**config.mk**
```make
export PLATFORM = sky130hd
export DESIGN_NAME = axi_burst_writer
export DESIGN_NICKNAME = d
export VERILOG_FILES = /design/src/hw/axi_perf_pkg.sv /design/src/hw/axi_burst_writer.sv
export SDC_FILE = /design/constraint.sdc
export NUM_CORES = 1
export LEC_CHECK = 0
export BUFFER_PORTS_ARGS = -buffer_cell sky130_fd_sc_hd__buf_2
export CAP_MARGIN = 5
export CELL_PAD_IN_SITES_DETAIL_PLACEMENT = 0
export CELL_PAD_IN_SITES_GLOBAL_PLACEMENT = 1
export CORE_MARGIN = 4
export CORE_UTILIZATION = 25
export DETAILED_ROUTE_END_ITERATION = 10
export GPL_TIMING_DRIVEN = 0
export PLACE_DENSITY = 0.58
export SYNTH_ARGS = -nofsm -noshare
export SYNTH_HDL_FRONTEND = slang
export SYNTH_SLANG_ARGS = --single-unit
```
**constraint.sdc**
```tcl
create_clock -name clk -period 6.27 [get_ports clk]
set_input_delay 0.627 -clock clk [delete_from_list [all_inputs] [get_ports clk]]
set_output_delay 0.627 -clock clk [all_outputs]
set_load 0.02 [all_outputs]
```
**src/hw/axi_perf_pkg.sv**
```systemverilog
package axi_perf_pkg;

  // Beat width. The data word union below is built on four byte lanes.
  localparam int DATA_BYTES = 4;
  localparam int DATA_WIDTH = 8 * DATA_BYTES;

  // Upper bit is the arbiter port, lower bit the writer tag.
  localparam int ID_WIDTH = 2;

  localparam logic [1:0] BURST_INCR = 2'b01;
  localparam logic [2:0] SIZE_WORD = 3'($clog2(DATA_BYTES));

  localparam logic [1:0] RESP_OKAY = 2'b00;
  localparam logic [1:0] RESP_DECERR = 2'b11;

  // One beat, seen either as a whole word or as byte lanes.
  typedef union packed {
    logic [DATA_WIDTH-1:0] word;
    logic [DATA_BYTES-1:0][7:0] bytes;
  } data_word_t;

endpackage

```
**src/hw/axi_burst_writer.sv**
```systemverilog
`timescale 1ns/1ps

module axi_burst_writer #(
  parameter int ADDR_WIDTH = 16,
  parameter int BURST_LEN = 8,
  parameter int NUM_BURSTS = 4,
  parameter logic WRITER_ID = 1'b0
) (
  input  logic clk,
  input  logic rst,
  input  logic start,
  input  logic [ADDR_WIDTH-1:0] base_addr,
  input  logic [axi_perf_pkg::DATA_BYTES-1:0] byte_mask,
  output logic aw_valid,
  input  logic aw_ready,
  output logic [ADDR_WIDTH-1:0] aw_addr,
  output logic [axi_perf_pkg::ID_WIDTH-2:0] aw_id,
  output logic [7:0] aw_len,
  output logic [2:0] aw_size,
  output logic [1:0] aw_burst,
  output logic w_valid,
  input  logic w_ready,
  output logic [axi_perf_pkg::DATA_WIDTH-1:0] w_data,
  output logic [axi_perf_pkg::DATA_BYTES-1:0] w_strb,
  output logic w_last,
  input  logic b_valid,
  output logic b_ready,
  input  logic [axi_perf_pkg::ID_WIDTH-2:0] b_id,
  input  logic [1:0] b_resp,
  output logic done,
  output logic busy,
  output logic error,
  output logic [15:0] beat_count,
  output logic [31:0] cycle_count
);
  import axi_perf_pkg::*;

  localparam int BURST_BYTES = BURST_LEN * DATA_BYTES;

  logic [ADDR_WIDTH-1:0] base_q;
  logic [DATA_BYTES-1:0] mask_q;
  logic [7:0] burst_idx;
  logic [7:0] beat_idx;
  logic [7:0] resp_cnt;
  logic aw_fire;
  logic w_fire;
  logic b_fire;
  data_word_t beat_word;

  assign aw_fire = aw_valid && aw_ready;
  assign w_fire = w_valid && w_ready;
  assign b_fire = b_valid && b_ready;

  // Bursts are laid out back to back from the base address.
  assign aw_addr = base_q + ADDR_WIDTH'(int'(burst_idx) * BURST_BYTES);
  assign aw_id = WRITER_ID;
  assign aw_len = 8'(BURST_LEN - 1);
  assign aw_size = SIZE_WORD;
  assign aw_burst = BURST_INCR;

  // Writer tag, burst number and beat number make every beat unique.
  always_comb begin
    beat_word = '0;
    beat_word.word[31] = WRITER_ID;
    beat_word.word[23:16] = burst_idx;
    beat_word.word[7:0] = beat_idx;
  end

  assign w_data = beat_word.word;
  assign w_strb = mask_q;
  assign w_last = beat_idx == 8'(BURST_LEN - 1);
  assign b_ready = busy;

  always_ff @(posedge clk) begin
    if (start && !busy) begin
      base_q <= base_addr;
      mask_q <= byte_mask;
    end
  end

  always_ff @(posedge clk) begin
    if (rst) begin
      busy <= 1'b0;
      done <= 1'b0;
      error <= 1'b0;
      aw_valid <= 1'b0;
      w_valid <= 1'b0;
      burst_idx <= '0;
      beat_idx <= '0;
      resp_cnt <= '0;
      beat_count <= '0;
      cycle_count <= '0;
    end else begin
      done <= 1'b0;
      if (start && !busy) begin
        busy <= 1'b1;
        aw_valid <= 1'b1;
        w_valid <= 1'b0;
        error <= 1'b0;
        burst_idx <= '0;
        beat_idx <= '0;
        resp_cnt <= '0;
        beat_count <= '0;
        cycle_count <= '0;
      end else if (busy) begin
        cycle_count <= cycle_count + 32'd1;
        if (aw_fire) begin
          aw_valid <= 1'b0;
          w_valid <= 1'b1;
        end
        // Next address goes out once this burst's data is all sent.
        if (w_fire) begin
          beat_count <= beat_count + 16'd1;
          beat_idx <= w_last ? 8'd0 : beat_idx + 8'd1;
          if (w_last) begin
            w_valid <= 1'b0;
            burst_idx <= burst_idx + 8'd1;
            aw_valid <= burst_idx != 8'(NUM_BURSTS - 1);
          end
        end
        if (b_fire) begin
          resp_cnt <= resp_cnt + 8'd1;
          if (b_resp != RESP_OKAY || b_id != aw_id) begin
            error <= 1'b1;
          end
          if (resp_cnt == 8'(NUM_BURSTS - 1)) begin
            busy <= 1'b0;
            done <= 1'b1;
          end
        end
      end
    end
  end

  a_len_max: assert property (@(posedge clk) aw_valid |-> aw_len < 8'd16);

  a_aw_hold: assert property (@(posedge clk) disable iff (rst)
    aw_valid && !aw_ready |=> aw_valid && $stable(aw_addr));

  a_w_hold: assert property (@(posedge clk) disable iff (rst)
    w_valid && !w_ready |=> w_valid && $stable(w_data) && $stable(w_strb) && $stable(w_last));

endmodule

```
# Word-level counts from Yosys, hierarchy flattened
# Index checks and enable logic that the tools add are counted.
classes:
  n_eq_ne: 3
  n_reduce_logical: 14
  n_bitwise: 2
  add_sub_neg: 6
  muxes: 14
op_table:
  columns: ["operator", "n"]
  rows:
  - ["$add A32 B1 Y32 const B", 1]
  - ["$add A8 B1 Y8 const B", 3]
  - ["$add A16 B1 Y16 const B", 1]
  - ["$add A16 B13 Y16", 1]
  - ["$mux W1", 13]
  - ["$eq A8 B2 Y1 const B", 1]
  - ["$eq A8 B3 Y1 const B", 1]
  - ["$mux W8", 1]
  - ["$ne A8 B2 Y1 const B", 1]
  - ["$reduce_and A3 Y1", 2]
  - ["$logic_and A1 B1 Y1", 4]
  - ["$reduce_and A2 Y1", 2]
  - ["$reduce_bool A2 Y1", 2]
  - ["$reduce_or A4 Y1", 1]
  - ["$not A1 Y1", 2]
  - ["$reduce_or A2 Y1", 1]
  - ["$logic_not A1 Y1", 1]
  - ["$logic_or A1 B1 Y1", 1]
word_totals:
  inputBits: 29
  wordCells: 51
  ff_bits: 97
  output_inout_bits: 121

# Depth between registers and ports, before layout
# Gate-level depths: netlist of the first run.
logic_depth:
  word_depth: 6
  ltp_mapped: 8
  mapped_depth_nobuf: 8

# Worst setup path after synthesis of the first run
# OpenSTA, ideal clock, no wires.
synth_path:
  path_kind: "flip-flop to output port"
  startpoint: "register burst_idx[0]"
  endpoint: "output port aw_addr[15]"
  path_stages_with_launch: 9
  t_arrival_ns: 2.206
  slack_ns: 3.437
  path_buffers: 0
  required_time_ns: 5.643
  path_cell_list: "dfxtp_1 -> ha_1 -> inv_1 -> fa_1 -> nor2b_1 -> o31a_1 -> o31ai_1 -> a211oi_1 -> xor2_1"
synth_between:
  elab_chain_cells: 1
synth_lines:
  columns: ["item", "line", "text"]
  rows:
  - ["start: declaration", "axi_burst_writer.sv:42", "logic [7:0] burst_idx;"]
  - ["start signal: assignment", "axi_burst_writer.sv:117", "burst_idx <= burst_idx + 8'd1;"]
  - ["$add A16 B13 Y16", "axi_burst_writer.sv:55", "assign aw_addr = base_q + ADDR_WIDTH'(int'(burst_idx) * BURST_BYTES);"]
  - ["end: declaration", "axi_burst_writer.sv:16", "output logic [ADDR_WIDTH-1:0] aw_addr,"]
# No other way between the ends.

# Worst setup path in the final report of the first run
# Same ends and word-level chain as after synthesis.

==> impl_results.md, run 1 <==
* Count of final setup violators at 0
* Placer congestion estimate at 0.787
* Ant diodes at 0
* ANT nets after route at 0
* Vias per cell at 4.30
* Ys flop type: dfxtp_1
* PnR worst setup slack at 3.00 ns
* Yosys top cell area share at 33.1%
* Initial antenna violation count at 0
* DRC errors left at 0
* CP Data Arrival Time at about 2.6 ns
* Synthesized area at 4650 sq um
* TritonRoute pass-1 iters at 4
* Minimum clock period at 3.27 ns
* First-pass GRT wire length at 18800 um
* TNS Setup at 0 ns
* Starting Density at 25.6%
* Critical path, cell by cell: ha_1, inv_1, fa_1, nor2b_1, o31a_1, o31ai_1, a211oi_1, xor2_1, buf_2
* Max-slew violations at 0
* Combinational Power Share at 8.7%
* Clock Sinks at 97
* Average wire per standard cell at 13.2 um
* Clock slew at reported path FFs at 0.07 ns
* Final HPWL DP at between 9000 and 10000 um
* Synth Warn # at 0
* Final Hold Vio Count at 0
* Switching share of power at between 20% and 30%
* Chip width at ~140 um
* Gate Count Post-Synth at a little under 500
* Area grow syn2layout at 27.5%
* Detailed Route Iter0 Violations at between 150 and 200
* Share of power burned in registers at about half
* WHS Path Cells at 1
* Slew HR at a little over half
* Worst r2r src: b_ready
* I/O Buffers at about 120
* Status: complete, no violations
* Worst vdd ir at 125 uV
* Worst Hold Path EP: base_q[2]
* Hold Slack at 0.452 ns
* Worst R2R Path Depth at 6
* PD cells at 214 nW/um^2
* Worst Hold Class: primary input to flop
* Num ports at 150
* P_sw at approximately 310 uW
* Biggest cell delay along the critical path at 0.44 ns
* Reg2reg setup slack at a little under 4 ns
* CTS buffer count at 9
* Max Clk Rate at 0.306 GHz
* Die Y at 144 um
* P_leak at 0.00252 uW
* Worst path slowest cell: dfxtp_1
* Post-synth cell types at 49
* Cell accounting for the most synthesized area: dfxtp_1
* Clock power share at 39.8%
* Grt total ovfl at 0
* Share of flip-flops with an asynchronous set or reset at 0%
* Final #Nets at 694
* Total die area at ~21000 sq um
* CTS Hold Bufs at 0
* Post-CTS setup buffer count at 0
* DR vias at 3807
* Vias in the first global route at 3748
* Synth top area cells: dfxtp_1 33%, edfxtp_1 13%, xor2_1 7.3%, nor2_1 6.3%, buf_4 5.8%
* FP Rows at 49
* Total core area at 18100 sq um
* Reg2reg end: cycle_count[12]
* CTS tree: done
* RSZ-0062 raised after global routing: no
* Share of cells above drive strength 1 at 28.8%
* Worst setup EP type: primary output
* Power Total at 1270 uW
* Worst slew pin tran at 0.700 ns
* #FFs+latches synth at 97
* HP Start: base_addr[2]
* Int Power at 956 uW
* CTS H-tree lvls at 3
* Worst EP required at 5.64 ns
* Cell with the most instances after synthesis: nor2_1
* Gr usage total at a little under an eighth
* CTS max path bufs at 2
* Worst-Skew Late Latency at 0.35 ns
* Routed WL at 11700 um
* CTS root buffer: clkbuf_16
* Largest net degree at the start of global routing at 18
* Type of origin of the critical path: flop
* Syn Area/Cell at between 9 and 10 sq um
* Crit path max-delay family: adder cells
* Number of synthesized flops with an enable pin at 20
* Critical path type: flop to primary output
* Max Cap Viol at 0
* Worst slack, placed at 3.37 ns
* Worst-path fanout max at 5
* Max Clock Skew at about 0.0066 ns
* Seq/Total Area, Yosys at 46.0%
* Final worst-path cycle share at 52.1%
* Post-CTS Resized at 0
* Synth cell count leaders: 78 x nor2_1, 77 x dfxtp_1, 39 x xor2_1
* CP Buf/Inv Count at 2
-- worst max path at each step --
stage | end | slack, ns | startpoint | depth (start not counted)
3_5_place_dp | aw_addr[15] | 3.37 | burst_idx[0] | 9
5_1_grt | aw_addr[15] | 2.80 | burst_idx[0] | 9
2_1_floorplan | aw_addr[15] | 3.44 | burst_idx[0] | 8
3_3_place_gp | done | 2.37 | start | 6
6_report | aw_addr[15] | 3.00 | burst_idx[0] | 9
4_1_cts | aw_addr[15] | 2.95 | burst_idx[0] | 9
-- layout make-up --
type | instances | area (sq um)
Buffer | 49 | 330
Timing Repair Buffer | 120 | 623
Multi-Input combinational cell | 366 | 2260
Clock inverter | 6 | 33.8
Inverter | 8 | 30.0
Sequential cell | 97 | 2140
Tap cell | 229 | 287
Fill cell | 1928 | 12200
Clock buffer | 10 | 229
-- per-stage QoR --
stage	cells	utilization (%)	cell area, sq um
2_1_floorplan	520	-	4760
3_3_place_gp	868	31.1	5640
5_1_grt	885	32.7	5930
4_1_cts	885	32.7	5930
3_5_place_dp	869	31.2	5670
6_report	885	32.7	5930
-- layout by cell type, fill, tap and decap left out, types with 10 or more instances in the layout --
master	Yosys	routed
buf_2	3	122
nor2_1	78	78
dfxtp_1	77	77
xor2_1	39	39
buf_4	36	36
nand2_1	33	33
conb_1	2	30
xnor2_1	26	26
nand3_1	21	21
nand4_1	20	20
edfxtp_1	20	20
a21oi_1	16	16
ha_1	13	13
and3_1	11	11
o21ai_0	10	10
clkbuf_1	9	10
-- power by group through the flow --
| stage | Sequential [uW] | Clock (uW) | Combinational, uW |
|---|---|---|---|
| after floorplan | 672 | 0 | 71.1 |
| after global placement | 668 | 0 | 106 |
| after detailed placement | 668 | 0 | 111 |
| after CTS | 654 | 533 | 111 |
| after global routing | 654 | 554 | 121 |
| final | 654 | 505 | 110 |
-- routing by layer --
layer / global-route usage, % / vias to the layer above / share of wire, %
met5: 0 / - / 0
met4: 3.98 / 0 / 1.5
met3: 3.60 / 13 / 8.0
met2: 18.8 / 114 / 45
met1: 13.8 / 1729 / 45
li1: - / 1951 / -
-- kinds of logic after synthesis --
logic type      Yosys count  synth area share [%]
compound gates           45                  5.86
flops                    97                  46.0
fa+ha+maj                14                  3.93
simple gates            210                  23.6
buf+inv                  57                  7.75
mux                       2                 0.430
xor+xnor                 65                  12.2
other cells               2                 0.161
-- flip-flops by register name (all words and copies together) (netlist names) --
register,cells
cycle_count,32
resp_cnt,8
base_q,16
error,1
w_valid,1
beat_idx,8
done,1
beat_count,16
b_ready,1
burst_idx,8
aw_valid,1
w_strb,4
No activity file was read; power rests on OpenSTA's default activity.
==> run 2: changes to the inputs <==
--- a/config.mk
+++ b/config.mk
@@ -13,7 +13,7 @@
 export CORE_UTILIZATION = 25
 export DETAILED_ROUTE_END_ITERATION = 10
 export GPL_TIMING_DRIVEN = 0
-export PLACE_DENSITY = 0.58
+export PLACE_DENSITY = 0.6
 export SYNTH_ARGS = -nofsm -noshare
 export SYNTH_HDL_FRONTEND = slang
 export SYNTH_SLANG_ARGS = --single-unit
==> constraint.sdc (replaced) <==
create_clock -name clk -period 2.9 [get_ports clk]
set_input_delay 0.29 -clock clk [delete_from_list [all_inputs] [get_ports clk]]
set_output_delay 0.29 -clock clk [all_outputs]
set_load 0.02 [all_outputs]
==> run 2 against run 1 <==
  * Register-to-register slack worse by 3.4 ns
  * Die area unchanged
  * Critical path type unchanged
  * Routed wire length increased by 0.67%
  * First-iteration DRC count decreased by 12%
  * Sequential power grew 120%
  * Via count up 1.3%
  * Combinational power is 110% higher
==> impl_results.md, run 2 (same netlist as run 1, synthesis figures left out) <==
* DR vias at 3858 (+1.3%)
* TritonRoute pass-1 iters at 5 (+1)
* Detailed Route Iter0 Violations at 144 (-12%)
* Largest regs: cycle_count x32, base_q x16, beat_count x16
* Starting Density at 25.6% (unchanged)
* Chip width at 144 um (unchanged)
* Status: complete, no violations
* CTS H-tree lvls at 3 (unchanged)
* WHS Path Cells at 1 (unchanged)
* Worst slew pin tran at 0.776 ns (+0.0757 ns)
* Type of origin of the critical path: flop
* Initial antenna violation count at 0 (unchanged)
* Worst R2R Path Depth at 6 (unchanged)
* Worst path slowest cell: fa_1
* TNS Setup at 0 ns (unchanged)
* CTS root buffer: clkbuf_16
* Max Cap Viol at 0 (unchanged)
* Worst EP required at 2.61 ns (-3.03 ns)
* Area grow syn2layout at 29.0%
* Total core area at 18100 sq um (unchanged)
* Commonest cells after routing, fill and taps aside: 122 x buf_2, 78 x nor2_1, 76 x dfxtp_1, 39 x xor2_1, 36 x buf_4
* ANT nets after route at 0 (unchanged)
* CTS max path bufs at 2 (unchanged)
* Clock Sinks at 97 (unchanged)
* Worst-path fanout max at 5 (unchanged)
* Total die area at 20900 sq um (unchanged)
* Final #Nets at 694 (unchanged)
* Worst-Skew Late Latency at 0.35 ns (about the same)
* Highest routed layer: met4
* Metal-1 WL at 5240 um (-0.72%)
* Worst setup EP type: primary output
* Vias in the first global route at 3751 (+0.080%)
* Count of final setup violators at 0 (unchanged)
* Final HPWL DP at 9070 um (+0.72%)
* Worst vdd ir at 265 uV (+110%)
* Critical path type: flop to primary output
* Clock slew at reported path FFs at 0.07 ns (about the same)
* Minimum clock period at 2.72 ns
* FP Rows at 49 (unchanged)
* Die Y at 144 um (unchanged)
* Vias per cell at 4.36 (+1.3%)
* Post-route cell area at 6000 sq um (+1.1%)
* CTS Hold Bufs at 0 (unchanged)
* Max reg flops at 32 (unchanged)
* Num ports at 150 (unchanged)
* Final Hold Vio Count at 0 (unchanged)
* Max-slew violations at 0 (unchanged)
* Crit path max-delay family: adder cells
* Biggest cell delay along the critical path at 0.41 ns (-0.03 ns)
* DR WL met3 at 921 um (-0.97%)
* Slew HR at 47.8% (-5.1 points)
* Placer congestion estimate at 0.789 (+0.18%)
* Largest net degree at the start of global routing at 17 (-1)
* I/O Buffers at 119 (unchanged)
* DRC errors left at 0 (unchanged)
* Util after Layout at 33.1% (+0.37 points)
* First-pass GRT wire length at 18800 um (+0.19%)
* Met2 Routed Length at 5410 um (+2.7%)
* CP Buf/Inv Count at 2 (unchanged)
* Final worst-path cycle share at a little over nine tenths
* Max Clock Skew at 0.00689 ns (+0.000275 ns)
* Max Clk Rate at 0.368 GHz
* Routed WL at 11700 um (+0.67%)
* Share of cells above drive strength 1 at 29.7% (+0.91 points)
* CP Data Arrival Time at 2.43 ns (-0.21 ns)
* P_leak at 0.00255 uW (+1.0%)
* PD cells at 493 nW/um^2 (+130%)
* Area after DPL at 5660 sq um (-0.22%)
* Filler cells at 1889 (-2.0%)
* CTS buffer count at 9 (unchanged)
* Worst Hold Class: primary input to flop
* WP depth at 9 (unchanged)
* CTS tree: done
* Grt total ovfl at 0 (unchanged)
* Ant diodes at 0 (unchanged)
* Gr usage total at 11.3% (about the same)
* Post-CTS setup buffer count at 0 (unchanged)
* Commonest non-fill, non-tap cell in the layout: buf_2
* Critical path, cell by cell: ha_1, inv_1, fa_1, nor2b_1, o31a_1, o31ai_2, a211oi_2, xor2_1, buf_2
* Average wire per standard cell at 13.3 um (+0.67%)
* Top reg by flops: cycle_count
[run 2: final cells by class]
| type | instances | area (sq um) | share of cell area (%) |
|---|---|---|---|
| Multi-Input combinational cell | 366 | 2270 | 37.8 |
| Clock buffer | 11 | 275 | 4.59 |
| Tap cell | 229 | 287 | 4.78 |
| Sequential cell | 97 | 2140 | 35.7 |
| Inverter | 8 | 30.0 | 0.501 |
| Buffer | 49 | 330 | 5.51 |
| Clock inverter | 5 | 56.3 | 0.938 |
| Timing Repair Buffer | 120 | 611 | 10.2 |
[run 2: per-stage QoR]
stage	total power (uW)	instances	hold slack (ns)	worst slack (ns)
2_1_floorplan	1610	520	0.362	0.279
3_3_place_gp	1670	868	0.446	-0.785
3_5_place_dp	1680	869	0.457	0.276
4_1_cts	3020	885	0.0905	0.0646
5_1_grt	3090	885	0.0892	-0.00304
6_report	2960	885	0.108	0.180
[run 2: report_power, final]
part / total [uW] / internal (uW) / switching, uW
Clock: 1310 / 774 / 536
Combinational: 235 / 86.8 / 148
Sequential: 1410 / 1400 / 11.3
Total: 2960 / 2260 / 695
[run 2: worst paths after layout]
check               start         endpoint  slack (ns)
min reg2reg         error            error        0.47
max          burst_idx[0]      aw_addr[15]        0.18
min          base_addr[5]        base_q[5]        0.11
max reg2reg       b_ready  cycle_count[10]        0.41
[run 2: timing repair]
| action | CTS | global route |
|---|---|---|
| setup endpoints to repair | 1 | 1 |
| pin swaps | 1 | 0 |
| gates resized for setup | 1 | 2 |
[run 2: layer usage]
metal  vias up  GRT usage [%]
li1       1951              -
met1      1775           14.0
met2       122           18.6
met3        10           4.03
met4         0           3.49
met5         -              0
==> run 3: changes to the inputs <==
--- a/config.mk
+++ b/config.mk
@@ -12,7 +12,6 @@
 export CORE_MARGIN = 4
 export CORE_UTILIZATION = 25
 export DETAILED_ROUTE_END_ITERATION = 10
-export GPL_TIMING_DRIVEN = 0
 export PLACE_DENSITY = 0.6
 export SYNTH_ARGS = -nofsm -noshare
 export SYNTH_HDL_FRONTEND = slang
==> run 3 against run 2 <==
  * Cell area is 4.9% lower
  * Largest cell class unchanged
  * Critical path type unchanged
  * Fmax fell by 0.31%
  * Sequential power hardly changed
  * Cell count down 5.0%
  * Worst hold slack better by 0.013 ns
  * First-iteration DRC count rose by 5.6%
  * Total power decreased by 3.3%
  * Sequential share of layout area is 1.9 points higher
  * Count of clock-buffer cells in the layout rose by 1
  * Via count down 4.3%
  * Die area did not move
==> impl_results.md, run 3 (same netlist as run 1, synthesis figures left out) <==
* Status: complete, no violations
* FP Rows at 49 (unchanged)
* Reg2reg setup slack at 0.86 ns (+0.45 ns)
* Max reg flops at 32 (unchanged)
* Chip width at 144 um (unchanged)
* Vias in the first global route at 3460 (-7.8%)
* Max Cap Viol at 0 (unchanged)
* Routed WL at 11000 um (-6.0%)
* Switching share of power at 23.1% (-0.41 points)
* Worst-path fanout max at 5 (unchanged)
* DRC errors left at 0 (unchanged)
* Worst Hold Class: primary input to flop
* Ant diodes at 0 (unchanged)
* Grt total ovfl at 0 (unchanged)
* Worst slew pin tran at 0.845 ns (+0.0689 ns)
* Placed insts at 824 (-5.2%)
* P_leak at 0.00236 uW (-7.5%)
* Max Clk Rate at 0.367 GHz (-0.31%)
* CTS max path bufs at 2 (unchanged)
* Final #Nets at 650 (-6.3%)
* PnR worst setup slack at 0.172 ns (-0.00833 ns)
* Placer congestion estimate at 0.790 (+0.11%)
* DR vias at 3692 (-4.3%)
* CTS buffer count at 9 (unchanged)
* Worst setup EP type: primary output
* Final worst-path cycle share at 94.1% (+0.29 points)
* Detailed Route Iter0 Violations at 152 (+5.6%)
* Worst slack, placed at 0.395 ns (+0.120 ns)
* Layout Cells excl Fill at 841 (-5.0%)
* Count of final setup violators at 0 (unchanged)
* Max Clock Skew at 0.00779 ns (+0.000904 ns)
* Vias per cell at 4.39 (+0.70%)
* Num ports at 150 (unchanged)
* Power Total at 2860 uW (-3.3%)
* P_sw at 661 uW (-5.0%)
* Total die area at 20900 sq um (unchanged)
* Final Hold Vio Count at 0 (unchanged)
* TNS Setup at 0 ns (unchanged)
* Type of origin of the critical path: flop
* PD cells at 501 nW/um^2 (+1.7%)
* Commonest non-fill, non-tap cell in the layout: buf_2
* CP Data Arrival Time at 2.44 ns (about the same)
* Share of cells above drive strength 1 at 26.3% (-3.4 points)
* Top reg by flops: cycle_count
* RSZ-0062 raised after global routing: no
* CTS Hold Bufs at 0 (unchanged)
* TritonRoute pass-1 iters at 4 (-1)
* Gr usage total at 10.4% (-0.91 points)
* Die Y at 144 um (unchanged)
* Total core area at 18100 sq um (unchanged)
* Area occupied by multi-input gates at 2270 sq um (+0.11%)
* Worst-Skew Late Latency at 0.35 ns (about the same)
* CTS root buffer: clkbuf_16
* Int Power at 2200 uW (-2.8%)
* Max-slew violations at 0 (unchanged)
* Largest net degree at the start of global routing at 40 (+23)
* CTS H-tree lvls at 3 (unchanged)
* Worst EP required at 2.61 ns (about the same)
* I/O Buffers at 119 (unchanged)
* Initial antenna violation count at 0 (unchanged)
* Clock slew at reported path FFs at 0.06 ns (about the same)
* Commonest cells after routing, fill and taps aside: 118 x buf_2, 78 x nor2_1, 76 x dfxtp_1, 39 x xor2_1, 33 x nand2_1
* Slew HR at 43.7% (-4.1 points)
* Filler cells at 1922 (+1.7%)
* Final HPWL DP at 8150 um (-10%)
* Minimum clock period at 2.73 ns (+0.00833 ns)
* CTS tree: done
* Share of power burned in registers at 49.5% (+1.7 points)
* ANT nets after route at 0 (unchanged)
* Area grow syn2layout at 22.6%
* Average wire per standard cell at 13.1 um (-1.1%)
* Clock power share at 43.9% (-0.4 points)
* FF+latch area at 2150 sq um (+0.12%)
* First-pass GRT wire length at 17400 um (-7.6%)
* Largest regs: cycle_count x32, base_q x16, beat_count x16
* Starting Density at 25.6% (unchanged)
* Clock Sinks at 97 (unchanged)
* Worst vdd ir at 248 uV (-6.5%)
* Critical path type: flop to primary output
* Combinational Power Share at 6.6% (-1.3 points)
[run 3: worst paths after layout]
path                 from  cells after the start        endpoint
max          burst_idx[0]                      9     aw_addr[15]
min          base_addr[6]                      1       base_q[6]
max reg2reg       b_ready                      5  beat_count[13]
min reg2reg         error                      2           error
[run 3: power groups by stage]
| stage | combinational [uW] | clock, uW | sequential (uW) |
|---|---|---|---|
| floorplan | 154 | 0 | 1450 |
| global placement | 187 | 0 | 1450 |
| detailed placement | 189 | 0 | 1450 |
| CTS | 189 | 1320 | 1420 |
| global route | 208 | 1360 | 1420 |
| finish | 188 | 1260 | 1420 |
[run 3: repair_timing]
item                                    in CTS  in global routing
gates resized for setup                      0                  6
pin swaps                                    1                  2
endpoints found under the setup margin       1                  2
setup buffers                                0                  1
[run 3: stage by stage]
stage	area, sq um	hold WS [ns]	utilization (%)
after floorplan	4760	0.362	-
after detailed placement	5360	0.469	29.5
after global routing	5700	0.0997	31.4
after CTS	5680	0.0974	31.3
final	5700	0.121	31.4
after global placement	5360	0.462	29.5
[run 3: layer usage]
metal / vias up / routed length, um / GRT usage (%)
met1: 1699 / 5100 / 13.0
met4: 0 / 105 / 3.53
met5: - / 0 / 0
met2: 121 / 5020 / 16.7
met3: 7 / 805 / 3.70
li1: 1865 / - / -
[run 3: cell type report]
type                    count  share of cell area, %
multi-input cells         366                   39.8
flip-flops and latches     97                   37.6
repair buffers            125                   11.5
well taps                 229                   5.02
clock buffers              12                   4.69
clock inverters             4                  0.855
inverters                   8                  0.526
[run 3: worst max-delay path, cell delays in order (launching register included)]
cell and delay [ns]:
dfxtp_4 0.37, ha_2 0.19, inv_1 0.05, fa_1 0.40
nor2b_1 0.17, o31a_1 0.22, o31ai_2 0.10, a211oi_2 0.27
xor2_1 0.16, buf_4 0.15
