===== src/hw/axi_perf_pkg.sv =====
package axi_perf_pkg;

  // Beat width. The data word union below is built on four byte lanes.
  localparam int DATA_BYTES = 4;
  localparam int DATA_WIDTH = 8 * DATA_BYTES;

  // Upper bit is the arbiter port, lower bit the writer tag.
  localparam int ID_WIDTH = 2;

  localparam logic [1:0] BURST_INCR = 2'b01;
  localparam logic [2:0] SIZE_WORD = 3'($clog2(DATA_BYTES));

  localparam logic [1:0] RESP_OKAY = 2'b00;
  localparam logic [1:0] RESP_DECERR = 2'b11;

  // One beat, seen either as a whole word or as byte lanes.
  typedef union packed {
    logic [DATA_WIDTH-1:0] word;
    logic [DATA_BYTES-1:0][7:0] bytes;
  } data_word_t;

endpackage


===== src/hw/axi_write_arbiter.sv =====
`timescale 1ns/1ps

module axi_write_arbiter #(
  parameter int ADDR_WIDTH = 16
) (
  input  logic clk,
  input  logic rst,
  input  logic m0_aw_valid,
  output logic m0_aw_ready,
  input  logic [ADDR_WIDTH-1:0] m0_aw_addr,
  input  logic [axi_perf_pkg::ID_WIDTH-2:0] m0_aw_id,
  input  logic [7:0] m0_aw_len,
  input  logic [2:0] m0_aw_size,
  input  logic [1:0] m0_aw_burst,
  input  logic m0_w_valid,
  output logic m0_w_ready,
  input  logic [axi_perf_pkg::DATA_WIDTH-1:0] m0_w_data,
  input  logic [axi_perf_pkg::DATA_BYTES-1:0] m0_w_strb,
  input  logic m0_w_last,
  output logic m0_b_valid,
  input  logic m0_b_ready,
  output logic [axi_perf_pkg::ID_WIDTH-2:0] m0_b_id,
  output logic [1:0] m0_b_resp,
  input  logic m1_aw_valid,
  output logic m1_aw_ready,
  input  logic [ADDR_WIDTH-1:0] m1_aw_addr,
  input  logic [axi_perf_pkg::ID_WIDTH-2:0] m1_aw_id,
  input  logic [7:0] m1_aw_len,
  input  logic [2:0] m1_aw_size,
  input  logic [1:0] m1_aw_burst,
  input  logic m1_w_valid,
  output logic m1_w_ready,
  input  logic [axi_perf_pkg::DATA_WIDTH-1:0] m1_w_data,
  input  logic [axi_perf_pkg::DATA_BYTES-1:0] m1_w_strb,
  input  logic m1_w_last,
  output logic m1_b_valid,
  input  logic m1_b_ready,
  output logic [axi_perf_pkg::ID_WIDTH-2:0] m1_b_id,
  output logic [1:0] m1_b_resp,
  output logic s_aw_valid,
  input  logic s_aw_ready,
  output logic [ADDR_WIDTH-1:0] s_aw_addr,
  output logic [axi_perf_pkg::ID_WIDTH-1:0] s_aw_id,
  output logic [7:0] s_aw_len,
  output logic [2:0] s_aw_size,
  output logic [1:0] s_aw_burst,
  output logic s_w_valid,
  input  logic s_w_ready,
  output logic [axi_perf_pkg::DATA_WIDTH-1:0] s_w_data,
  output logic [axi_perf_pkg::DATA_BYTES-1:0] s_w_strb,
  output logic s_w_last,
  input  logic s_b_valid,
  output logic s_b_ready,
  input  logic [axi_perf_pkg::ID_WIDTH-1:0] s_b_id,
  input  logic [1:0] s_b_resp
);
  import axi_perf_pkg::*;

  logic lock;
  logic w_port;
  logic last_grant;
  logic aw_hold;
  logic aw_sel_q;
  logic aw_sel;
  logic b_port;

  // A stalled grant is kept so the address on the sink side stays put.
  always_comb begin
    if (aw_hold) begin
      aw_sel = aw_sel_q;
    end else if (m0_aw_valid && m1_aw_valid) begin
      aw_sel = !last_grant;
    end else begin
      aw_sel = m1_aw_valid;
    end
  end

  assign s_aw_valid = !lock && (m0_aw_valid || m1_aw_valid);
  assign s_aw_addr = aw_sel ? m1_aw_addr : m0_aw_addr;
  assign s_aw_id = {aw_sel, aw_sel ? m1_aw_id : m0_aw_id};
  assign s_aw_len = aw_sel ? m1_aw_len : m0_aw_len;
  assign s_aw_size = aw_sel ? m1_aw_size : m0_aw_size;
  assign s_aw_burst = aw_sel ? m1_aw_burst : m0_aw_burst;
  assign m0_aw_ready = !lock && !aw_sel && s_aw_ready;
  assign m1_aw_ready = !lock && aw_sel && s_aw_ready;

  assign s_w_valid = lock && (w_port ? m1_w_valid : m0_w_valid);
  assign s_w_data = w_port ? m1_w_data : m0_w_data;
  assign s_w_strb = w_port ? m1_w_strb : m0_w_strb;
  assign s_w_last = w_port ? m1_w_last : m0_w_last;
  assign m0_w_ready = lock && !w_port && s_w_ready;
  assign m1_w_ready = lock && w_port && s_w_ready;

  // Responses find their port from the tag added on the way out.
  assign b_port = s_b_id[ID_WIDTH-1];
  assign m0_b_valid = s_b_valid && !b_port;
  assign m1_b_valid = s_b_valid && b_port;
  assign m0_b_id = s_b_id[ID_WIDTH-2:0];
  assign m1_b_id = s_b_id[ID_WIDTH-2:0];
  assign m0_b_resp = s_b_resp;
  assign m1_b_resp = s_b_resp;
  assign s_b_ready = b_port ? m1_b_ready : m0_b_ready;

  always_ff @(posedge clk) begin
    if (rst) begin
      lock <= 1'b0;
      w_port <= 1'b0;
      last_grant <= 1'b1;
      aw_hold <= 1'b0;
      aw_sel_q <= 1'b0;
    end else begin
      if (s_aw_valid && s_aw_ready) begin
        lock <= 1'b1;
        w_port <= aw_sel;
        last_grant <= aw_sel;
        aw_hold <= 1'b0;
      end else if (s_aw_valid) begin
        aw_hold <= 1'b1;
        aw_sel_q <= aw_sel;
      end
      if (s_w_valid && s_w_ready && s_w_last) begin
        lock <= 1'b0;
      end
    end
  end

  // A stalled address keeps its winner until the sink takes it.
  a_one_grant: assert property (@(posedge clk) disable iff (rst)
    s_aw_valid && !s_aw_ready |=> s_aw_valid && $stable(s_aw_id[ID_WIDTH-1]));

endmodule


===== config.mk =====
export PLATFORM = sky130hd
export DESIGN_NAME = axi_write_arbiter
export DESIGN_NICKNAME = d
export VERILOG_FILES = /design/src/hw/axi_perf_pkg.sv /design/src/hw/axi_write_arbiter.sv
export SDC_FILE = /design/constraint.sdc
export NUM_CORES = 1
export LEC_CHECK = 0
export BUFFER_PORTS_ARGS = -buffer_cell sky130_fd_sc_hd__buf_2
export CAP_MARGIN = 0
export CORE_AREA = 2 2 90 92
export CTS_CLUSTER_DIAMETER = 200
export DETAILED_ROUTE_END_ITERATION = 10
export DIE_AREA = 0 0 92 94
export PLACE_DENSITY = 0.62
export SLEW_MARGIN = 20
export SYNTH_ARGS = -nofsm -noshare
export SYNTH_HDL_FRONTEND = slang
export SYNTH_SLANG_ARGS = --single-unit
export TNS_END_PERCENT = 5

===== constraint.sdc =====
create_clock -name clk -period 1.54 [get_ports clk]
set_input_delay 0.154 -clock clk [delete_from_list [all_inputs] [get_ports clk]]
set_output_delay 0.154 -clock clk [all_outputs]
set_load 0.02 [all_outputs]

### Word-level counts from Yosys, hierarchy flattened

Cells that the tools add are included.

* bits in registers: 5
* input bits: 149
* output and inout port bits: 83
* word-level logic and storage cells: 43

* mux-type cells: 12
* bitwise operators: 1
* reductions and logical operators: 25

Operators by type and width (number)
* 32-bit two-way mux: 1
* 1-bit logical AND: 16
* 16-bit two-way mux: 1
* 8-bit two-way mux: 1
* 1-bit two-way mux: 6
* 1-bit logical NOT: 5
* 4-bit two-way mux: 1
* 2-bit OR reduction: 2
* 3-bit two-way mux: 1
* 2-bit two-way mux: 1
* 2-bit AND reduction: 1
* 1-bit logical OR: 1
* 1-bit NOT: 1

### Longest topological paths before layout

Gate-level depths: netlist of the first run.

* word-level depth: 6
* mapped depth: 5
* mapped depth without buffers: 4

### Worst setup path before layout of the first run

OpenSTA, ideal clock, no wires.

* path type: reg2out
* start point: register aw_hold
* end point: output m0_aw_ready
* data arrival time: 1.388 ns
* required time: 1.386 ns
* setup slack: -0.002 ns
* cell stages (with the launch flop): 6
* buffers on the path: 1
* cells stage by stage: dfxtp_1 > nor2b_2 > a22oi_4 > buf_6 > inv_2 > nor3_1

* word-level cells in the longest chain between the ends: 4

RTL lines
* from (decl): RTL line axi_write_arbiter.sv:62 `logic aw_hold;`
* from (signal assigned): RTL line axi_write_arbiter.sv:109 `aw_hold <= 1'b0;`
* from (signal assigned): RTL line axi_write_arbiter.sv:116 `aw_hold <= 1'b0;`
* from (signal assigned): RTL line axi_write_arbiter.sv:118 `aw_hold <= 1'b1;`
* 1-bit two-way mux: RTL line axi_write_arbiter.sv:69 `if (aw_hold) begin`
* via aw_sel: RTL line axi_write_arbiter.sv:64 `logic aw_sel;`
* 1-bit logical NOT: RTL line axi_write_arbiter.sv:84 `assign m0_aw_ready = !lock && !aw_sel && s_aw_ready;`
* 1-bit logical AND (2 in series): RTL line axi_write_arbiter.sv:84
* to (decl): RTL line axi_write_arbiter.sv:9 `output logic m0_aw_ready,`

The timed path passes the listed nets, and every way through them passes these cells.

### Final worst setup path of the first run

* start point: register last_grant
* end point: output s_aw_addr[11]

* word-level cells in the longest chain between the ends: 4

RTL lines
* from (decl): RTL line axi_write_arbiter.sv:61 `logic last_grant;`
* from (signal assigned): RTL line axi_write_arbiter.sv:115 `last_grant <= aw_sel;`
* 1-bit logical NOT: RTL line axi_write_arbiter.sv:72 `aw_sel = !last_grant;`
* 1-bit two-way mux: RTL line axi_write_arbiter.sv:71 `end else if (m0_aw_valid && m1_aw_valid) begin`
* 1-bit two-way mux: RTL line axi_write_arbiter.sv:69
* 16-bit two-way mux: RTL line axi_write_arbiter.sv:79 `assign s_aw_addr = aw_sel ? m1_aw_addr : m0_aw_addr;`
* to (decl): RTL line axi_write_arbiter.sv:42 `output logic [ADDR_WIDTH-1:0] s_aw_addr,`

No other way between the ends.

==> results of run 1 <==
cells in the mapped netlist:
cell type / instances / area share
o21ba_2: 1 / 0.0086
and2_1: 1 / 0.0054
inv_1: 2 / 0.0065
buf_6: 3 / 0.029
nor2_1: 2 / 0.0065
a21oi_1: 3 / 0.013
a22oi_4: 1 / 0.018
nand2_1: 2 / 0.0065
buf_4: 8 / 0.052
nor2b_1: 2 / 0.011
inv_2: 1 / 0.0032
mux2i_1: 1 / 0.0086
nor2b_2: 1 / 0.0075
mux2_2: 68 / 0.66
nor3_1: 2 / 0.0086
dfxtp_1: 5 / 0.086
a311oi_1: 3 / 0.023
and3_1: 1 / 0.0054
buf_2: 5 / 0.022
a41oi_1: 1 / 0.0075
a211oi_1: 2 / 0.013
where the power goes:
part | internal, mW | switching, mW
clock | 0.178 | 0.0696
combinational | 0.550 | 0.533
sequential | 0.144 | 0.0129
flip-flops by register name (all words and copies together) (netlist names):
signal	flops
aw_sel_q	1
lock	1
last_grant	1
aw_hold	1
w_port	1
cells in the final DEF, fill, tap and decap left out:
master	count
a211oi_1	2
nor2b_1	2
clkbuf_8	3
nor3_2	2
inv_1	2
a311oi_1	3
dfxtp_2	2
a21oi_1	3
nand2_1	1
mux2_2	66
nor2_1	2
buf_6	3
and3_1	1
o21ba_2	1
dfxtp_1	2
buf_2	215
mux2_4	2
buf_16	1
inv_2	1
a22oi_4	1
clkbuf_1	1
nand2_2	1
and2_1	1
a41oi_1	1
dfxtp_4	1
nor2b_2	1
buf_4	9
mux2i_1	1
buf_12	4
logic make-up after synthesis:
logic type             count (synthesis)  share of synthesized area
buffers and inverters                 19                     0.1121
and+or+nand+nor                       11                    0.05066
muxes                                 69                     0.6681
AOI/OAI and AO/OA                     11                    0.08297
DFF                                    5                    0.08621
final timing paths:
path	from	endpoint	slack [ps]	cells after the start
setup reg to reg	aw_hold$_SDFFE_PP0N_	w_port$_SDFFE_PP0P_	220	6
hold / removal	s_w_ready	lock$_SDFFE_PP0P_	160	2
hold reg to reg	aw_hold$_SDFFE_PP0N_	aw_hold$_SDFFE_PP0N_	550	2
setup / recovery	last_grant$_SDFFE_PP1P_	s_aw_addr[11]	-160	6
critical path: cells and delay by family, from the launching register on:
kind	cells	cell delay, ps
flip-flops	1	330
AO/OA/AOI/OAI	1	160
AND/OR/NAND/NOR	1	60
buffers and inverters	3	440
multiplexers	1	330
routing by layer:
layer / wire, microns / track usage
met4: 93 / 0.04851
met3: 484 / 0.02327
met1: 1939 / 0.1150
met2: 2782 / 0.1936
met5: 10 / 0
repair_timing:
action / CTS / global route
setup buffers: 4 / 0
cloned: 1 / 0
endpoints found under the setup margin: 31 / 33
pin swaps: 1 / 0
resized for setup: 10 / 8
cell type report:
cell class | count | area share
clock buffer | 4 | 0.01783
timing repair buffer | 232 | 0.5087
sequential | 5 | 0.04210
tap | 102 | 0.05052
multi-input combinational | 91 | 0.3764
inverter | 3 | 0.004458
==> parameters.txt, run 1 <==
Parameter                              Value

Run status
  Status    finished with violations
  Failing checks    setup timing

Synth
  Post-Syn Area    1161 sq um
  Synthesized area divided by synthesized cell count    ~10 sq um
  Number of warnings reported in the yosys synthesis log    0
  Number of instances in the synthesized netlist    about 120
  Netlist cell types    21
  Post-synthesis sequential area ratio    0.08621
  Total of flip-flops plus latches after synthesis    5
  Net count after synthesis    264

Clock tree
  TritonCTS clock tree    built
  Longest Clk Path Bufs    2
  Root buffer cell    clkbuf_8
  Num CTS Buffers    3
  Number of buffers inserted for hold repair after clock tree synthesis    0
  Clock transition at the registers of the reported paths    40 ps
  CTS Sinks    5
  Source-to-sink clock delay at the later pin of the worst-skew pair    ~230 ps
  H-tree lvl count    1

Die
  Effective utilization at floorplan    0.1526
  Cell row count    32
  Core area    roughly 7600 sq um
  Y dimension of the die    94 microns
  Die Outline Area    8648 sq um
  Ports placed on the boundary    232
  Chip width    ~92 microns

Timing
  Count of final max-slew check failures    0
  Fin worst setup slack    -155.5 ps
  Worst-case headroom to the max-slew limit    0.8599
  Actual slew at the worst max-slew pin    between 200 and 250 ps
  Final critical-path share of the clock period    1.101
  Worst hold slack across all endpoints    156.4 ps
  Final Skew    around 1.6 ps
  Number of hold violations in the final report    0
  Setup tns final    -4408 ps
  Endpoints failing setup    33
  Highest clock frequency the design can meet    589.8 MHz
  Setup repair after global routing missed its margin    yes
  Clock period minus final worst setup slack    roughly 1700 ps

Routing
  Average wire per cell in the routed design    12.15 microns
  Number of iterations in the first detailed-routing pass    2
  Number of routed nets with antenna violations    0
  DRC violations left    0
  Final WL    5.310 mm
  1st-iter DRT viols    10
  Via total after detailed routing    about 1700
  Number of vias per cell    between 3 and 4

Critical path
  Type of element capturing the critical path    output pin
  Type of element launching the critical path    register
  Critical Path, Cell by Cell    nand2_2 -> a22oi_4 -> buf_6 -> buf_12 -> mux2_2 -> buf_2
  Slowest library cell on the worst path    dfxtp_2
  Worst stage delay on the critical path    ~330 ps
  CP Max Fanout    10
  Critical path arrival    ~1500 ps
  Startpoint-to-endpoint class of the critical path    reg2out
  Required time of the critical path    approximately 1400 ps

Finish
  Area occupied by multi-input gates    950.9 sq um
  Count of nets after finishing    485
  Layout filler cell count    a little over 800
  Sequential cell area    106.4 sq um
  Antenna cell count    0
  Area growth from synthesis to layout    117.6%
  Non-Filler Instances    about 440
  Final core utilization    0.3321
  Cell area after layout    2526 sq um
  Layout cell share with drive strength beyond 1    0.9343

Global routing
  GR Overflow Total    0
  Via count of the first global-routing pass    1653
  Number of antenna violations at the first check in global routing    1
  GR Util All Layers    0.1053
  Largest net degree at the start of global routing    22
  First-pass GRT wire length    about 7.4 mm

Power
  VDD IR max    0.1884 mV
  Leakage    1.376 nW
  Total Power    1.488 mW
  Power per cell area    about 590 nW/um^2

Placed design
  Routability congestion estimate    0.7589
  Area post-placement    between 2000 and 2500 sq um
  Cell count after placement    between 400 and 500
  Place WS    4.776 ps
  Placed wire-length estimate    around 4.6 mm
  Number of port buffers    222

Worst hold path
  Class of the tightest hold or removal check    in2reg

Run
  Maxcap violations    0
(Power assumes the default switching activity.)
==> inputs of run 2 (changes only) <==
- SETUP_SLACK_MARGIN: unset -> 0.3
==> run 2 against run 1 <==
  * The run still ends with setup timing left
  * Global-route usage up 2.0 points
  * Die area unchanged
  * Utilization up 8.4 points
  * Power up 25%
  * Critical endpoint is now s_aw_len[7]
==> parameters.txt, run 2 (synthesis gave the netlist of run 1 again) <==
Parameter                              Value

Clock tree
  Num CTS Buffers    3 (unchanged)
  CTS Sinks    5 (unchanged)
  Longest Clk Path Bufs    2 (unchanged)
  Clock transition at the registers of the reported paths    30 ps (about the same)
  Root buffer cell    clkbuf_8
  TritonCTS clock tree    built
  Source-to-sink clock delay at the later pin of the worst-skew pair    220 ps (about the same)
  H-tree lvl count    1 (unchanged)

Timing
  Actual slew at the worst max-slew pin    299.8 ps (+91.02 ps)
  Endpoints failing setup    32 (-3.0%)
  Clock period minus final worst setup slack    1701 ps (+5.553 ps)
  Worst hold slack across all endpoints    172.1 ps (+15.74 ps)
  Fin worst setup slack    -161.0 ps (-5.553 ps)
  Final critical-path share of the clock period    1.105 (+0.003606)
  Setup repair after global routing missed its margin    yes
  Count of final max-slew check failures    0 (unchanged)
  Number of hold violations in the final report    0 (unchanged)
  Final Skew    1.720 ps (+0.1402 ps)
  Highest clock frequency the design can meet    587.9 MHz (-0.33%)
  Worst-case headroom to the max-slew limit    0.8001 (-0.05974)

Critical path
  Type of element capturing the critical path    output pin
  Startpoint-to-endpoint class of the critical path    reg2out
  Required time of the critical path    1390 ps (about the same)
  Critical path arrival    1550 ps (about the same)
  CP Max Fanout    6 (-4)
  Type of element launching the critical path    register

Routing
  Number of routed nets with antenna violations    0 (unchanged)
  Number of vias per cell    4.034 (+2.1%)
  1st-iter DRT viols    29 (+19)
  DRC violations left    0 (unchanged)
  Via total after detailed routing    1759 (+1.9%)
  Average wire per cell in the routed design    14.23 microns (+17%)
  Final WL    6.203 mm (+17%)
  Number of iterations in the first detailed-routing pass    3 (+1)

Finish
  Most common cell after layout, fill and taps aside    buf_2
  Count of nets after finishing    484 (-0.21%)
  Sequential cell area    107.6 sq um (+1.2%)
  Area growth from synthesis to layout    172.3%
  Most used cells in the layout excluding fill and tap cells    buf_2 (161), mux2_4 (63), buf_6 (57)
  Layout cell share with drive strength beyond 1    0.9431 (+0.008785)
  Antenna cell count    0 (unchanged)
  Area occupied by multi-input gates    1195 sq um (+26%)
  Layout filler cell count    738 (-10%)

Global routing
  Number of antenna violations at the first check in global routing    0 (-1)
  GR Overflow Total    0 (unchanged)
  GR Util All Layers    0.1251 (+0.01976)
  First-pass GRT wire length    8.611 mm (+17%)
  Via count of the first global-routing pass    1816 (+9.9%)
  Largest net degree at the start of global routing    42 (+91%)

Die
  Ports placed on the boundary    232 (unchanged)
  Y dimension of the die    94 microns (unchanged)
  Effective utilization at floorplan    0.1526 (unchanged)
  Die Outline Area    8648 sq um (unchanged)
  Core area    7607 sq um (unchanged)
  Cell row count    32 (unchanged)
  Chip width    92 microns (unchanged)

Power
  Power per cell area    590.5 nW/um^2 (+0.25%)
  Leakage    1.769 nW (+29%)
  VDD IR max    0.3467 mV (+84%)
  Total Power    1.867 mW (+25%)

Placed design
  Placed wire-length estimate    4.554 mm (-0.86%)
  Number of port buffers    222 (unchanged)
  Routability congestion estimate    0.7179 (-5.4%)

Run status
  Status    finished with violations
  Failing checks    setup timing

Worst hold path
  Class of the tightest hold or removal check    in2reg

Run
  Maxcap violations    0 (unchanged)
run 2: layout make-up:
class                           count  area share
Clock buffer                        4     0.01425
Inverter                            3    0.003562
Multi-Input combinational cell     91      0.3779
Sequential cell                     5     0.03403
Tap cell                          102     0.04036
Timing Repair Buffer              231      0.5299
run 2: metrics by stage:
stage | util | TNS (ps) | instances | area [sq um] | setup WS, ps
after floorplan | - | 0 | 115 | 1265 | 191.4
after global placement | 0.3188 | 0 | 425 | 2425 | 42.06
after detailed placement | 0.3188 | 0 | 425 | 2425 | 14.35
after CTS | 0.3928 | -5713 | 433 | 2988 | -209.7
after global routing | 0.4156 | -6152 | 436 | 3162 | -214.9
final | 0.4156 | -4461 | 436 | 3162 | -161.0
run 2: timing repair:
action	CTS	global route
gates resized for setup	133	32
gates cloned	2	3
endpoints found under the setup margin	74	78
setup buffers	2	0
pin swaps	3	1
hold buffers	0	0
run 2: report_power, final:
group | internal, mW | total, mW | switching, mW
registers | 0.145 | 0.160 | 0.0156
logic | 0.845 | 1.47 | 0.621
clock network | 0.178 | 0.240 | 0.0627
run 2: metal layers:
metal | global-route usage | part of all wire | wire length [microns] | up-vias
met1 | 0.1502 | 0.39 | 2409 | 815
met5 | 0 | 0 | 0 | -
li1 | - | - | - | 862
met3 | 0.01525 | 0.049 | 301 | 8
met2 | 0.2316 | 0.55 | 3420 | 74
met4 | 0.03856 | 0.012 | 72 | 0
run 2: path summary, 6_finish.rpt:
kind / startpoint / endpoint / slack, ps / cells past startpoint
worst max-delay path: aw_hold$_SDFFE_PP0N_ / s_aw_len[7] / -160 / 5
worst max register to register: aw_hold$_SDFFE_PP0N_ / w_port$_SDFFE_PP0P_ / 210 / 6
worst min-delay path: rst / lock$_SDFFE_PP0P_ / 170 / 2
worst min register to register: last_grant$_SDFFE_PP1P_ / last_grant$_SDFFE_PP1P_ / 550 / 2
run 2: critical path, stage by stage, from the launching register on:
cell     delay (ps)
dfxtp_4         350
a22oi_4         200
buf_12          170
buf_12          120
mux2_2          320
buf_2           160
==> inputs of run 3 (changes only) <==
- GPL_TIMING_DRIVEN: unset -> 0
==> run 3 against run 2 <==
  * The flow still finishes with violations (setup timing)
  * Critical path depth is the same
  * Clock power about the same
  * Fmax grew 0.61%
  * Power shrank 5.6%
  * Sequential cell count stayed put
  * Sequential power about the same
  * Sequential share of layout area grew 0.23 points
  * Largest power group unchanged
==> parameters.txt, run 3 (synthesis gave the netlist of run 1 again) <==
Parameter                              Value

Critical path
  Startpoint-to-endpoint class of the critical path    reg2out
  Number of cells on the worst reg-to-reg path    6 (unchanged)
  Required time of the critical path    1390 ps (about the same)
  Setup slack of the worst register-to-register path    170 ps (-40 ps)
  End of the worst register-to-register path    w_port$_SDFFE_PP0P_
  Start point of the critical path    aw_hold$_SDFFE_PP0N_
  Type of element capturing the critical path    output pin
  RR Startpoint    aw_hold$_SDFFE_PP0N_
  Type of element launching the critical path    register
  CP Max Fanout    7 (+1)
  Critical path arrival    1540 ps (about the same)

Clock tree
  Root buffer cell    clkbuf_8
  Num CTS Buffers    3 (unchanged)
  Number of buffers inserted for hold repair after clock tree synthesis    0 (unchanged)
  Clock transition at the registers of the reported paths    30 ps (about the same)
  Source-to-sink clock delay at the later pin of the worst-skew pair    220 ps (about the same)
  Longest Clk Path Bufs    2 (unchanged)
  CTS Sinks    5 (unchanged)
  TritonCTS clock tree    built
  H-tree lvl count    1 (unchanged)

Timing
  Clock period minus final worst setup slack    1691 ps (-10.34 ps)
  Setup tns final    -3909 ps (+552.2 ps)
  Final critical-path share of the clock period    1.098 (-0.006712)
  Endpoints failing setup    38 (+19%)
  Highest clock frequency the design can meet    591.5 MHz (+0.61%)
  Number of hold violations in the final report    0 (unchanged)
  Worst-case headroom to the max-slew limit    0.8293 (+0.02922)
  Fin worst setup slack    -150.7 ps (+10.34 ps)
  Actual slew at the worst max-slew pin    254.3 ps (-45.56 ps)
  Setup repair after global routing missed its margin    yes
  Final Skew    0.03374 ps (-1.686 ps)
  Count of final max-slew check failures    0 (unchanged)

Die
  Die Outline Area    8648 sq um (unchanged)
  Effective utilization at floorplan    0.1526 (unchanged)
  Y dimension of the die    94 microns (unchanged)
  Ports placed on the boundary    232 (unchanged)
  Core area    7607 sq um (unchanged)
  Chip width    92 microns (unchanged)
  Cell row count    32 (unchanged)

Power
  VDD IR max    0.3354 mV (-3.3%)
  Leakage    1.693 nW (-4.3%)
  Power per cell area    581.9 nW/um^2 (-1.5%)

Finish
  Most used cells in the layout excluding fill and tap cells    buf_2 (184), buf_6 (40), mux2_2 (38)
  Antenna cell count    0 (unchanged)
  Most common cell after layout, fill and taps aside    buf_2
  Cell area after layout    3029 sq um (-4.2%)
  Area growth from synthesis to layout    160.9%
  Layout filler cell count    761 (+3.1%)
  Layout cell share with drive strength beyond 1    0.9405 (-0.002604)
  Count of nets after finishing    503 (+3.9%)

Global routing
  GR Util All Layers    0.1129 (-0.01213)
  First-pass GRT wire length    7.955 mm (-7.6%)
  GR Overflow Total    0 (unchanged)
  Number of antenna violations at the first check in global routing    0 (unchanged)
  Largest net degree at the start of global routing    11 (-74%)
  Via count of the first global-routing pass    1774 (-2.3%)

Routing
  Number of vias per cell    4.015 (-0.47%)
  Number of routed nets with antenna violations    0 (unchanged)
  1st-iter DRT viols    26 (-10%)
  Average wire per cell in the routed design    12.61 microns (-11%)
  Final WL    5.739 mm (-7.5%)
  Number of iterations in the first detailed-routing pass    4 (+1)
  DRC violations left    0 (unchanged)
  Via total after detailed routing    1827 (+3.9%)

Placed design
  Routability congestion estimate    0.7303 (+1.7%)
  Place WS    -72.43 ps (-86.78 ps)
  Area post-placement    2534 sq um (+4.5%)
  Placed wire-length estimate    4.716 mm (+3.6%)
  Number of port buffers    228 (+2.7%)

Worst hold path
  Worst Hold Depth    2 (unchanged)
  Startpoint of the tightest hold check path    s_w_ready
  Class of the tightest hold or removal check    in2reg
  Worst hold path endpoint    lock$_SDFFE_PP0P_

Run status
  Failing checks    setup timing
  Status    finished with violations

Run
  Maxcap violations    0 (unchanged)
[run 3: changes by cell type in the layout (fill, tap and decap cells not counted), sizes merged]
cell / before / now
buf: 228 / 248
clkbuf: 7 / 6
[run 3: area by class of cell]
class / count / area (sq um) / share of cell area
buffer: 16 / 180.2 / 0.05948
clock buffer: 4 / 45.04 / 0.01487
inverter: 3 / 11.26 / 0.003717
multi-input combinational: 91 / 1061 / 0.3503
sequential: 5 / 110.1 / 0.03635
tap: 102 / 127.6 / 0.04213
timing repair buffer: 234 / 1494 / 0.4932
[run 3: worst max-delay path: stages, from the launching register on]
cell and delay, ps:
dfxtp_4 350, a22oi_4 200, buf_12 170, clkbuf_16 150, mux2_4 300, buf_6 130
[run 3: where the power goes]
group / switching [mW] / internal (mW) / leakage (nW) / total, mW
registers: 0.0149 / 0.144 / 0.0426 / 0.159
logic: 0.595 / 0.766 / 1.63 / 1.36
clock network: 0.0637 / 0.178 / 0.0228 / 0.241
total: 0.674 / 1.09 / 1.69 / 1.76
[run 3: routing by layer]
layer  global-route usage  share of wire  up-vias
met5                    0              0        -
met4              0.05224          0.021        0
met3              0.01364          0.058        8
met2               0.2157           0.56       86
met1               0.1238           0.37      832
li1                     -              -      901
[run 3: worst max path at each step]
stage / endpoint / slack, ps / cells past startpoint
5_1_grt: s_aw_addr[4] / -200 / 6
6_report: s_aw_addr[4] / -150 / 5
2_1_floorplan: s_aw_addr[0] / 190 / 4
4_1_cts: s_aw_addr[1] / -180 / 6
3_3_place_gp: s_aw_addr[4] / -70 / 6
3_5_place_dp: s_aw_addr[4] / -70 / 6
[run 3: stage by stage]
step | cells | hold WS [ps] | total power [mW] | util
after floorplan | 115 | 219.3 | 0.8562 | -
final | 455 | 144.5 | 1.763 | 0.3982
after CTS | 452 | 140.4 | 1.663 | 0.3737
after detailed placement | 445 | 381.8 | 1.256 | 0.3331
after global routing | 455 | 152.4 | 1.852 | 0.3982
after global placement | 445 | 379.9 | 1.247 | 0.3331
[run 3: repair_timing]
| action | CTS | global route |
|---|---|---|
| endpoints found under the hold margin | 0 | 0 |
| cloned | 0 | 2 |
| buffers inserted | 3 | 1 |
| pin swaps | 1 | 1 |
| endpoints found under the setup margin | 77 | 76 |
| gates resized for setup | 72 | 40 |
